`config.mk`:
```
export PLATFORM = sky130hd
export DESIGN_NAME = dfpDivider
export DESIGN_NICKNAME = d
export VERILOG_FILES = /design/src/logic/dfpFormatPkg.sv /design/src/logic/dfpDivPkg.sv /design/src/logic/dfpDivider.sv /design/src/logic/dfpQuotientPack.sv /design/src/logic/dfpDigitDivider.sv /design/src/logic/dfpDecode.sv
export VERILOG_INCLUDE_DIRS = /design/src /design/src/logic
export SDC_FILE = /design/constraint.sdc
export NUM_CORES = 1
export LEC_CHECK = 0
export ABC_AREA = 0
export CAP_MARGIN = 20
export CORE_MARGIN = 1.5
export CORE_UTILIZATION = 35
export CTS_CLUSTER_DIAMETER = 60
export DETAILED_ROUTE_END_ITERATION = 16
export DONT_BUFFER_PORTS = 1
export PLACE_DENSITY = 0.49
export SLEW_MARGIN = 20
export SYNTH_ARGS = -nofsm -noshare
export SYNTH_HDL_FRONTEND = slang
export SYNTH_SLANG_ARGS = --single-unit
export TNS_END_PERCENT = 5
```
`constraint.sdc`:
```
create_clock -name clk -period 24.9 [get_ports clk]
set_clock_uncertainty 0.15 [all_clocks]
set_input_delay 1.245 -clock clk [delete_from_list [all_inputs] [get_ports clk]]
set_output_delay 1.245 -clock clk [all_outputs]
set_load 0.005 [all_outputs]
```
`src/logic/dfpDiv_cfg.svh`:
```
`ifndef DFP_DIV_CFG_SVH
`define DFP_DIV_CFG_SVH

// bcd digits in the significand
`define DFP_DIGITS 7

// biased binary exponent
`define DFP_EXP_W 8
`define DFP_BIAS 127
// all ones is reserved for inf and nan
`define DFP_EXP_MAX 254

// derived widths
`define DFP_SIG_W (4 * `DFP_DIGITS)
// quotient and remainder carry one extra digit
`define DFP_QUOT_W (4 * (`DFP_DIGITS + 1))
// intermediate exponents are signed with two guard bits
`define DFP_EXPW_W (`DFP_EXP_W + 2)

`endif
```
`src/logic/dfpFormatPkg.sv`:
```
`default_nettype none

`include "dfpDiv_cfg.svh"

package dfpFormatPkg;

	// -------------------------------------------------------------------------
	// field types
	// -------------------------------------------------------------------------

	// one bcd digit
	typedef logic [3:0] dfpDigit;

	// significand, d0 in the top nibble
	typedef logic [`DFP_SIG_W-1:0] dfpSig;

	// biased exponent
	typedef logic [`DFP_EXP_W-1:0] dfpExp;

	// operand and result word
	typedef struct packed {
		logic sign;
		dfpExp exp;
		dfpSig sig;
	} dfpWord;

	// exception flags reported with each result
	typedef struct packed {
		logic invalid;
		logic divByZero;
		logic overflow;
		logic underflow;
	} dfpFlags;

	// -------------------------------------------------------------------------
	// canonical constants
	// -------------------------------------------------------------------------

	// exponent of inf and nan
	localparam dfpExp dfpExpInf = '1;
	// largest exponent of a finite value
	localparam dfpExp dfpExpMax = dfpExp'(`DFP_EXP_MAX);

	// canonical nan, positive with significand 0...01
	localparam dfpWord dfpQnan = '{sign: 1'b0, exp: dfpExpInf, sig: dfpSig'(1)};

endpackage

`default_nettype wire

```
`src/logic/dfpDivPkg.sv`:
```
`default_nettype none

`include "dfpDiv_cfg.svh"

package dfpDivPkg;

	import dfpFormatPkg::*;

	// -------------------------------------------------------------------------
	// internal types
	// -------------------------------------------------------------------------

	// signed exponent for differences and range checks
	typedef logic signed [`DFP_EXPW_W-1:0] dfpExpWide;

	// partial remainder, one digit wider than the significand
	typedef logic [`DFP_QUOT_W-1:0] dfpRem;

	// quotient digits q0 q1 ... q(DFP_DIGITS)
	typedef logic [`DFP_QUOT_W-1:0] dfpQuot;

	// operands handed from decode to execute and result
	typedef struct packed {
		dfpSig sigA;
		dfpSig sigB;
		logic sign;
		dfpExpWide expDiff;
	} dfpDivOp;

	// fully resolved special result
	typedef struct packed {
		dfpWord word;
		dfpFlags flags;
	} dfpSpecial;

	// execute fsm
	typedef enum logic [1:0] {
		execIdle,
		execStep,
		execDone
	} dfpExecState;

	// -------------------------------------------------------------------------
	// bcd arithmetic
	// -------------------------------------------------------------------------

	// digit serial subtract x - y, caller guarantees x >= y
	function automatic dfpRem bcdSub(input dfpRem x, input dfpRem y);
		dfpRem diff;
		logic borrow;
		logic [4:0] d;
		borrow = 1'b0;
		for (int i = 0; i < $bits(dfpRem) / 4; i++) begin
			d = {1'b0, x[i*4 +: 4]} - {1'b0, y[i*4 +: 4]} - {4'h0, borrow};
			borrow = d[4];
			// negative digit wraps back into 0..9
			if (borrow) begin
				d = d + 5'd10;
			end
			diff[i*4 +: 4] = d[3:0];
		end
		return diff;
	endfunction

	// valid packed bcd orders the same way as binary
	function automatic logic bcdGe(input dfpRem x, input dfpRem y);
		return x >= y;
	endfunction

	// multiply by ten and bring in a new low digit
	function automatic dfpRem bcdShiftIn(input dfpRem x, input dfpDigit d);
		return {x[$bits(dfpRem)-5:0], d};
	endfunction

endpackage

`default_nettype wire

```
`src/logic/dfpDivider.sv`:
```
`timescale 1ns/1ps
`default_nettype none

module dfpDivider (
	input wire logic clk,
	input wire logic rst,
	input wire logic ce,
	input wire logic ld,
	input dfpFormatPkg::dfpWord a,
	input dfpFormatPkg::dfpWord b,
	output dfpFormatPkg::dfpWord o,
	output dfpFormatPkg::dfpFlags flags,
	output logic done
);

	import dfpDivPkg::*;

	// decode to execute and result
	logic divStart;
	dfpDivOp divOp;
	logic specValid;
	dfpSpecial spec;

	// execute to result
	logic qValid;
	dfpQuot quot;

	// -------------------------------------------------------------------------
	// stages
	// -------------------------------------------------------------------------
	dfpDecode i_decode (
		.clk(clk),
		.rst(rst),
		.ce(ce),
		.ld(ld),
		.a(a),
		.b(b),
		.divStart(divStart),
		.divOp(divOp),
		.specValid(specValid),
		.spec(spec)
	);

	dfpDigitDivider i_execute (
		.clk(clk),
		.rst(rst),
		.ce(ce),
		.divStart(divStart),
		.sigA(divOp.sigA),
		.sigB(divOp.sigB),
		.qValid(qValid),
		.quot(quot)
	);

	dfpQuotientPack i_result (
		.clk(clk),
		.rst(rst),
		.ce(ce),
		.divStart(divStart),
		.divOp(divOp),
		.specValid(specValid),
		.spec(spec),
		.qValid(qValid),
		.quot(quot),
		.o(o),
		.flags(flags),
		.done(done)
	);

endmodule

`default_nettype wire

```
`src/logic/dfpQuotientPack.sv`:
```
`timescale 1ns/1ps
`default_nettype none

module dfpQuotientPack (
	input wire logic clk,
	input wire logic rst,
	input wire logic ce,
	input wire logic divStart,
	input dfpDivPkg::dfpDivOp divOp,
	input wire logic specValid,
	input dfpDivPkg::dfpSpecial spec,
	input wire logic qValid,
	input dfpDivPkg::dfpQuot quot,
	output dfpFormatPkg::dfpWord o,
	output dfpFormatPkg::dfpFlags flags,
	output logic done
);

	import dfpFormatPkg::*;
	import dfpDivPkg::*;

	localparam int QW = $bits(dfpQuot);
	localparam dfpExpWide EXP_MAX_W = dfpExpWide'({2'b00, dfpExpMax});

	// exponent and sign of the division in flight
	dfpExpWide expLatch;
	logic signLatch;
	// a division is outstanding and its quotient is wanted
	logic pending;

	dfpDigit leadDigit;
	dfpExpWide qExp;
	dfpSig qSig;
	dfpWord qWord;
	dfpFlags qFlags;

	// -------------------------------------------------------------------------
	// normalize, truncate and range check
	// -------------------------------------------------------------------------
	assign leadDigit = quot[QW-1 -: 4];

	always_comb begin
		qFlags = '0;
		// zero lead digit means a/b below one
		if (leadDigit == 4'h0) begin
			qExp = expLatch - dfpExpWide'(1);
			qSig = quot[QW-5:0];
		end else begin
			qExp = expLatch;
			qSig = quot[QW-1:4];
		end
		qWord = '{sign: signLatch, exp: qExp[$bits(dfpExp)-1:0], sig: qSig};
		if (qExp > EXP_MAX_W) begin
			qWord = '{sign: signLatch, exp: dfpExpInf, sig: '0};
			qFlags.overflow = 1'b1;
		end else if (qExp < 0) begin
			// flush to signed zero
			qWord = '{sign: signLatch, exp: '0, sig: '0};
			qFlags.underflow = 1'b1;
		end
	end

	// -------------------------------------------------------------------------
	// output registers
	// -------------------------------------------------------------------------
	always_ff @(posedge clk) begin
		if (ce && divStart) begin
			expLatch <= divOp.expDiff;
			signLatch <= divOp.sign;
		end
	end

	always_ff @(posedge clk) begin
		if (rst) begin
			o <= '0;
			flags <= '0;
			done <= 1'b0;
			pending <= 1'b0;
		end else if (ce) begin
			done <= 1'b0;
			if (divStart) begin
				pending <= 1'b1;
			end else if (specValid) begin
				// a special result also cancels any running division
				o <= spec.word;
				flags <= spec.flags;
				done <= 1'b1;
				pending <= 1'b0;
			end else if (qValid && pending) begin
				o <= qWord;
				flags <= qFlags;
				done <= 1'b1;
				pending <= 1'b0;
			end
		end
	end

endmodule

`default_nettype wire

```
`src/logic/dfpDigitDivider.sv`:
```
`timescale 1ns/1ps
`default_nettype none

module dfpDigitDivider (
	input wire logic clk,
	input wire logic rst,
	input wire logic ce,
	input wire logic divStart,
	input dfpFormatPkg::dfpSig sigA,
	input dfpFormatPkg::dfpSig sigB,
	output logic qValid,
	output dfpDivPkg::dfpQuot quot
);

	import dfpFormatPkg::*;
	import dfpDivPkg::*;

	// quotient digit count and counter width
	localparam int QDIGITS = $bits(dfpQuot) / 4;
	localparam int CNT_W = $clog2(QDIGITS);

	dfpExecState state;
	// partial remainder, always below 10 * divisor
	dfpRem rem;
	// divisor widened to remainder size
	dfpRem divisor;
	// digit under construction
	dfpDigit digit;
	// index of that digit, 0 is the leading one
	logic [CNT_W-1:0] cnt;
	logic remGe;

	assign remGe = bcdGe(rem, divisor);

	// quotient is final while in execDone
	assign qValid = (state == execDone);

	// -------------------------------------------------------------------------
	// control
	// -------------------------------------------------------------------------
	always_ff @(posedge clk) begin
		if (rst) begin
			state <= execIdle;
			cnt <= '0;
		end else if (ce) begin
			// a new start abandons whatever is running
			if (divStart) begin
				state <= execStep;
				cnt <= '0;
			end else begin
				case (state)
					execStep: begin
						// closing a digit
						if (!remGe) begin
							if (cnt == CNT_W'(QDIGITS - 1)) begin
								state <= execDone;
							end else begin
								cnt <= cnt + 1'b1;
							end
						end
					end
					execDone: begin
						state <= execIdle;
					end
					default: begin
						state <= execIdle;
					end
				endcase
			end
		end
	end

	// -------------------------------------------------------------------------
	// datapath
	// -------------------------------------------------------------------------
	always_ff @(posedge clk) begin
		if (ce) begin
			if (divStart) begin
				// first dividend chunk is all of sigA, the rest are zeros
				rem <= {4'h0, sigA};
				divisor <= {4'h0, sigB};
				digit <= 4'h0;
				quot <= '0;
			end else if (state == execStep) begin
				if (remGe) begin
					// one more subtraction fits
					rem <= bcdSub(rem, divisor);
					digit <= digit + 4'h1;
				end else begin
					// store digit, next dividend digit is zero
					quot <= bcdShiftIn(quot, digit);
					rem <= bcdShiftIn(rem, 4'h0);
					digit <= 4'h0;
				end
			end
		end
	end

endmodule

`default_nettype wire

```
`src/logic/dfpDecode.sv`:
```
`timescale 1ns/1ps
`default_nettype none

`include "dfpDiv_cfg.svh"

module dfpDecode (
	input wire logic clk,
	input wire logic rst,
	input wire logic ce,
	input wire logic ld,
	input dfpFormatPkg::dfpWord a,
	input dfpFormatPkg::dfpWord b,
	output logic divStart,
	output dfpDivPkg::dfpDivOp divOp,
	output logic specValid,
	output dfpDivPkg::dfpSpecial spec
);

	import dfpFormatPkg::*;
	import dfpDivPkg::*;

	localparam int LZ_W = $clog2(`DFP_DIGITS + 1);

	// leading zero digits, DFP_DIGITS for a zero significand
	function automatic logic [LZ_W-1:0] leadZeros(input dfpSig s);
		logic [LZ_W-1:0] n;
		logic seen;
		n = '0;
		seen = 1'b0;
		for (int i = `DFP_DIGITS - 1; i >= 0; i--) begin
			if (s[i*4 +: 4] != 4'h0) begin
				seen = 1'b1;
			end
			if (!seen) begin
				n = n + 1'b1;
			end
		end
		return n;
	endfunction

	// -------------------------------------------------------------------------
	// classify
	// -------------------------------------------------------------------------
	logic aNan, aInf, aZero;
	logic bNan, bInf, bZero;
	logic signQ;
	logic [LZ_W-1:0] lzA, lzB;
	dfpExpWide effA, effB;
	dfpDivOp opNext;
	dfpSpecial specNext;
	logic isSpecial;

	assign aNan = (a.exp == dfpExpInf) && (a.sig != '0);
	assign aInf = (a.exp == dfpExpInf) && (a.sig == '0);
	assign aZero = (a.exp != dfpExpInf) && (a.sig == '0);
	assign bNan = (b.exp == dfpExpInf) && (b.sig != '0);
	assign bInf = (b.exp == dfpExpInf) && (b.sig == '0);
	assign bZero = (b.exp != dfpExpInf) && (b.sig == '0);
	assign signQ = a.sign ^ b.sign;

	// normalize: shift leading zeros out and move the exponent down
	assign lzA = leadZeros(a.sig);
	assign lzB = leadZeros(b.sig);
	assign effA = dfpExpWide'({2'b00, a.exp}) - dfpExpWide'(lzA);
	assign effB = dfpExpWide'({2'b00, b.exp}) - dfpExpWide'(lzB);

	assign opNext.sigA = a.sig << {lzA, 2'b00};
	assign opNext.sigB = b.sig << {lzB, 2'b00};
	assign opNext.sign = signQ;
	assign opNext.expDiff = effA - effB + dfpExpWide'(`DFP_BIAS);

	// -------------------------------------------------------------------------
	// special cases, first match wins
	// -------------------------------------------------------------------------
	always_comb begin
		specNext.flags = '0;
		// signed zero unless a rule below says otherwise
		specNext.word = '{sign: signQ, exp: '0, sig: '0};
		isSpecial = 1'b1;
		// format has no signalling nans so a nan passes unchanged
		if (aNan) begin
			specNext.word = a;
		end else if (bNan) begin
			specNext.word = b;
		end else if ((aZero && bZero) || (aInf && bInf)) begin
			specNext.word = dfpQnan;
			specNext.flags.invalid = 1'b1;
		end else if (bZero && !aInf) begin
			specNext.word = '{sign: signQ, exp: dfpExpInf, sig: '0};
			specNext.flags.divByZero = 1'b1;
		end else if (aInf) begin
			// inf over anything finite, zero included
			specNext.word = '{sign: signQ, exp: dfpExpInf, sig: '0};
		end else if (!(bInf || aZero)) begin
			// both finite and nonzero, real division
			isSpecial = 1'b0;
		end
	end

	// operands and strobes, one cycle after ld
	always_ff @(posedge clk) begin
		if (rst) begin
			divStart <= 1'b0;
			specValid <= 1'b0;
		end else if (ce) begin
			divStart <= ld && !isSpecial;
			specValid <= ld && isSpecial;
		end
	end

	always_ff @(posedge clk) begin
		if (ce && ld) begin
			divOp <= opNext;
			spec <= specNext;
		end
	end

endmodule

`default_nettype wire

```
Word-level counts from Yosys, hierarchy flattened
Cells that the tools add are included.
- flip-flop bits (word level): 263
- logic and storage cells: 218
- $add $sub $neg: 41
- $lt $le $gt $ge: 3
- eq/ne operators: 11
- shift-type cells: 2
- multiplexer cells: 81
- bitwise operators: 2
- reduce and logical (&&, ||, !) cells: 49
- operator list (kind ; number):
    $mux 37 ; 5
    $mux 36 ; 4
    $mux 32 ; 4
    $logic_not 28->1 ; 2
    $mux 28 ; 2
    $reduce_bool 28->1 ; 2
    $reduce_bool 4->1 ; 14
    $shl 28x5->28 ; 2
    $mux 3 ; 16
    $mux 4 ; 12
    $sub 4x4->5 ; 7
    $add 3x1->3 const B ; 11
    $mux 1 ; 33
    $add 4x4->4 const B ; 8
    $ge 32x28->1 ; 1
    $sub 5x1->5 ; 6
    $sub 8x3->9 ; 2
    $eq 8x8->1 const B ; 2
    $ne 8x8->1 const B ; 2
    $logic_and 1x1->1 ; 14
    $add 10x8->10 const B ; 1
    $gt 10x9->1 const B ; 1
    $lt 10x1->1 const B ; 1
    $mux 10 ; 1
    24 further kinds ; 36

Depth between registers and ports, before layout
- word-level depth: 18
- gate-level depth with buffers: 55
- depth with buffers taken out: 55

By module
From an unflattened synthesis, not the netlist that was laid out.
- cell total of the unflattened synthesis: 1602
- area total of the unflattened synthesis: 16383.2 um^2
- modules (own cells, without submodules) (module ; times used ; cells an instance ; area each (um^2) ; seq. area each (um^2)):
    dfpDecode ; 1 ; 593 ; 6637.6 ; 3223.1
    dfpDigitDivider ; 1 ; 606 ; 6632.6 ; 2982.9
    dfpQuotientPack ; 1 ; 403 ; 3113.0 ; 1191.1

Worst setup path before layout
Ideal clock, no wire load.
- path kind: register to register
- from: register i_execute.rem[0]
- to: register i_execute.rem[30] (data pin)
- library setup time: 0.270 ns
- arrival time: 9.642 ns
- slack: 14.838 ns
- cell stages (with the launch flop): 55
- path buffers: 0
- clock period less this slack: 10.062 ns
- cell sequence: edfxtp_1 > inv_1 > ha_1 > inv_1 > fa_1 > nand3_1 > nand2_1 > fa_1 > fa_1 > nand2b_1 > a21oi_1 > xnor2_1 > inv_1 > fa_1 > inv_1 > fa_1 > nand2b_1 > a21oi_1 > (+19 left out) > nand2b_1 > a21oi_1 > xnor2_1 > inv_1 > fa_1 > inv_1 > fa_1 > nand2b_1 > a21oi_1 > xnor2_1 > inv_1 > ha_1 > inv_1 > or3_1 > nand2_1 > ha_1 > o311ai_0 > a21oi_1
- cells in the longest elaborated chain, start to end: 12
- elaborated cells on any way between the ends: 13
- classes of those cells: add/sub (9); order compare (1); mux (3)
- RTL lines (what ; RTL line ; RTL):
    from (decl) ; dfpDigitDivider.sv:24 ; dfpRem rem;
    from (signal assigned) ; dfpDigitDivider.sv:80 ; rem <= {4'h0, sigA};
    from (signal assigned) ; dfpDigitDivider.sv:87 ; rem <= bcdSub(rem, divisor);
    from (signal assigned) ; dfpDigitDivider.sv:92 ; rem <= bcdShiftIn(rem, 4'h0);
    $sub 4x4->5 ; dfpDivPkg.sv:54 ; d = {1'b0, x[i*4 +: 4]} - {1'b0, y[i*4 +: 4]} - {4'h0, borrow};
    $sub 5x1->5 (6 in series) ; dfpDivPkg.sv:54 ;
    $sub 4x1->5 ; dfpDivPkg.sv:54 ;
    $add 4x4->4 ; dfpDivPkg.sv:58 ; d = d + 5'd10;
    $mux 4 ; dfpDivPkg.sv:57 ; if (borrow) begin
    $mux 32 * ; dfpDigitDivider.sv:85 ; if (remGe) begin
    $mux 32 * ; dfpDigitDivider.sv:84 ; end else if (state == execStep) begin
Mark *: on every way between the ends. The rest lies on a longest branch, timed or not. The select of a mux whose other input is x is not followed.
A chain may end at the register's enable or synchronous reset.

Worst setup path after layout
Same ends and word-level chain as after synthesis.

==> impl_metrics.yaml <==
route:
  drt_wl_total_mm: 46.2
  first_iter_violations: 1008
  final_antenna_net_count: 0
  dr.pass1.iters: 5
  wire_per_inst_um: 22.1
  drc: 0
  vias_per_cell: 5.49
  vias: 11500
die:
  core_sq_um: 44200
  ios: 120
  rows: 77
  die_w_um: 215
  die_area_sq_um: 46000
  die_y_um: 215
  start_util_pct: 35.4
final_layout:
  drive_gt1_share_pct: 6.85
  stdcell_area_sq_um: 17300
  layout.nets: 1681
  area_delta_synth_final_pct: 10.4
  n_fill_cell: 4278
cts:
  clock_sinks: 263
  cts-resized-gates: 0
  cts_buffers: 31
  path_clk_slew_ns: 0.06
  clk_latency_ns: 0.58
  cts-root-buf: "clkbuf_16"
  cts_tree: "yes"
  htree_levels: 1
  clockBufferDepth: 3
  cts_hold_buf: 0
  post_cts_buffers: 0
worst_setup_path:
  cpLargestDelayFamily: "adder cells"
  cp.arrival_ns: 11.27
  slowest_stage: "fa_1"
  critPathCapture: "i_execute.rem[30]"
  path_common_cell: "inv_1"
  worst-path-buf-inv: 14
  rrSetupSlack_ns: 13.79
  reg2reg_from: "i_execute.rem[0]"
  crit_start: "i_execute.rem[0]"
  cp-start-kind: "flip-flop"
  cp_slowest_stage_delay_ns: 0.47
  cp.depth: 54
  crit_fanout: 5
  end_kind: "flip-flop"
  r2r-end: "i_execute.rem[30]"
  path_class: "flip-flop to flip-flop"
  rr_worst_depth: 54
  cp.required_ns: 25.06
sta:
  holdWs_ns: 0.263
  hold_viol: 0
  period_share_pct: 44.6
  rsz0062_at_grt: "no"
  setup_viol: 0
  tightest_slew_ns: 1.04
  fmax_ghz: 0.0900
  setup_tns_ns: 0
  fin_crit_ns: 11.11
  final.setup.worst_slack_ns: 13.79
  slew_headroom_pct: 30.8
  report.final.slew_viol_count: 0
yosys:
  ys_ff_latch: 263
  synth_cells: 1498
  yosys.area_share.simple_pct: 14.5
  synth_compound_gate_area_share_pct: 14.0
  synthXorXnorAreaFrac_pct: 4.19
  netlist_area_sq_um: 15700
  synthTopCellsByCount: "edfxtp_1, nand2_1, inv_1, ha_1, a21oi_1"
  yosysUniqueCellTypes: 73
  syn_avg_cell_area_sq_um: 10.5
  synth-edff-count: 213
  yosys_warnings: 0
  synth_nets: 1701
  synth_ff_type: "edfxtp_1"
  yosysSeqAreaShare_pct: 47.2
  synth.area.top_cells: "edfxtp_1, ha_1, dfxtp_1"
  synth_top_area_cell: "edfxtp_1"
  synth_mux_area_share_pct: 4.71
  async_flop_share_pct: 0
  yosys.area.top_type_share_pct: 40.8
  synth_fa_ha_area_share_pct: 10.7
  synth.most_common_cell: "edfxtp_1"
  synth_top_family_by_area: "simple AND/OR/NAND/NOR gates"
placed_design:
  post-place-ws_ns: 13.85
  hpwlAfterDp_mm: 34.9
  place.gp.congestion: 0.875
  place_area_sq_um: 16300
  io_buffers: 0
power:
  power_uw: 1180
  swShare_pct: 26.9
  vdd_drop_max_v: 0.0000499
  power.internal_uw: 860
  clock_power_share_pct: 38.8
  p_sw_uw: 316
  power_frac_comb_pct: 16.4
  powerDensity_nw_per_um2: 68.0
  sequentialPowerShare_pct: 44.8
  total_leakage_power_uw: 0.00646
global_routing:
  track_usage_pct: 19.8
  antenna_found_initial: 0
  grt_pass1_wl_mm: 70.1
  first_global_vias: 11400
  grt_start_max_net_pins: 67
  overflow: 0
min_path:
  hold_path_depth: 0
  hp-class: "flip-flop to flip-flop"
run_status:
  status: "finished, final reports clean"
job:
  maxCapViolations: 0
-- power by group through the flow --
stage | sequential (uW) | combinational (uW) | clock [uW]
6_report | 527 | 193 | 456
5_1_grt | 530 | 221 | 483
4_1_cts | 527 | 196 | 468
3_5_place_dp | 536 | 195 | 0
3_3_place_gp | 536 | 191 | 0
2_1_floorplan | 528 | 154 | 0
-- state kept, by name (all words and copies together), names as in the netlist, 10 cells and up --
name / flops
i_decode.spec: 39
i_decode.divOp: 67
i_execute.rem: 32
i_execute.divisor: 28
i_execute.quot: 32
i_result.expLatch: 10
i_result.o: 37
-- worst register-to-register path, delay by kind of cell (launching register included) --
family	cells	cell delay (ns)
adders and majority gates	16	4.84
xor gates and xnor gates	6	1.92
buffers and inverters	14	1.35
and+or+nand+nor	10	1.24
AOI/OAI and AO/OA	8	0.94
DFF	1	0.39
-- worst min-delay path by stage --
stage / start / endpoint / slack [ns]
floorplan: i_decode.divOp[11] / i_execute.divisor[0] / 0.25
global placement: i_decode.divOp[14] / i_execute.divisor[3] / 0.25
detailed placement: i_decode.divOp[11] / i_execute.divisor[0] / 0.25
CTS: i_decode.divOp[11] / i_execute.divisor[0] / 0.27
global route: i_decode.divOp[11] / i_execute.divisor[0] / 0.27
finish: i_decode.divOp[11] / i_execute.divisor[0] / 0.26
-- area by class of cell --
type	instances	area, sq um	area share, %
diodes	1	2.50	0.0145
clock buffers	37	798	4.62
clock inverters	21	225	1.30
inverters	114	432	2.50
multi-input cells	1051	7570	43.8
flip-flops and latches	263	7400	42.8
well taps	592	741	4.28
repair buffers	17	128	0.738
-- cells in the final DEF (no fill, tap or decap), types with 7 or more instances in the layout --
master / n
or3_1: 16
o311ai_0: 13
a21oi_1: 106
a211oi_1: 22
nand2_1: 117
mux2i_1: 67
nand3b_1: 15
xor2_1: 30
nor4_1: 16
and3_1: 34
ha_1: 109
nor2_1: 85
nor3_1: 27
nand3_1: 15
fa_1: 16
a22o_1: 27
o22ai_1: 32
edfxtp_1: 213
nand4_1: 10
xnor2_1: 45
clkbuf_16: 31
a21o_1: 7
o21bai_1: 7
nor2b_1: 40
nand2b_1: 10
o221ai_1: 8
buf_4: 17
or4_1: 13
o21ai_0: 66
dfxtp_1: 49
a31oi_1: 9
inv_1: 110
-- metal layers --
layer	vias to the layer above	GRT usage, %	routed length [um]
li1	5480	-	-
met1	5641	26.7	20500
met2	347	31.9	21300
met3	49	5.30	3800
met4	0	4.20	698
met5	-	0	0
-- per-stage QoR --
stage	utilization, %	cells
2_1_floorplan	-	1498
3_3_place_gp	36.8	2037
3_5_place_dp	36.8	2037
4_1_cts	39.1	2095
5_1_grt	39.1	2095
6_report	39.1	2096
-- cell families (layout without fill, tap and decap cells) --
kind of cell,Yosys count,in the layout
AND/OR/NAND/NOR,434,434
AO/OA/AOI/OAI,344,344
flip-flops,263,263
buffers and inverters,184,189
adder cells (fa/ha/maj),125,125
XOR/XNOR,75,75
multiplexers,73,73
other,0,1
Note: power is estimated with default switching activity, not from simulation.
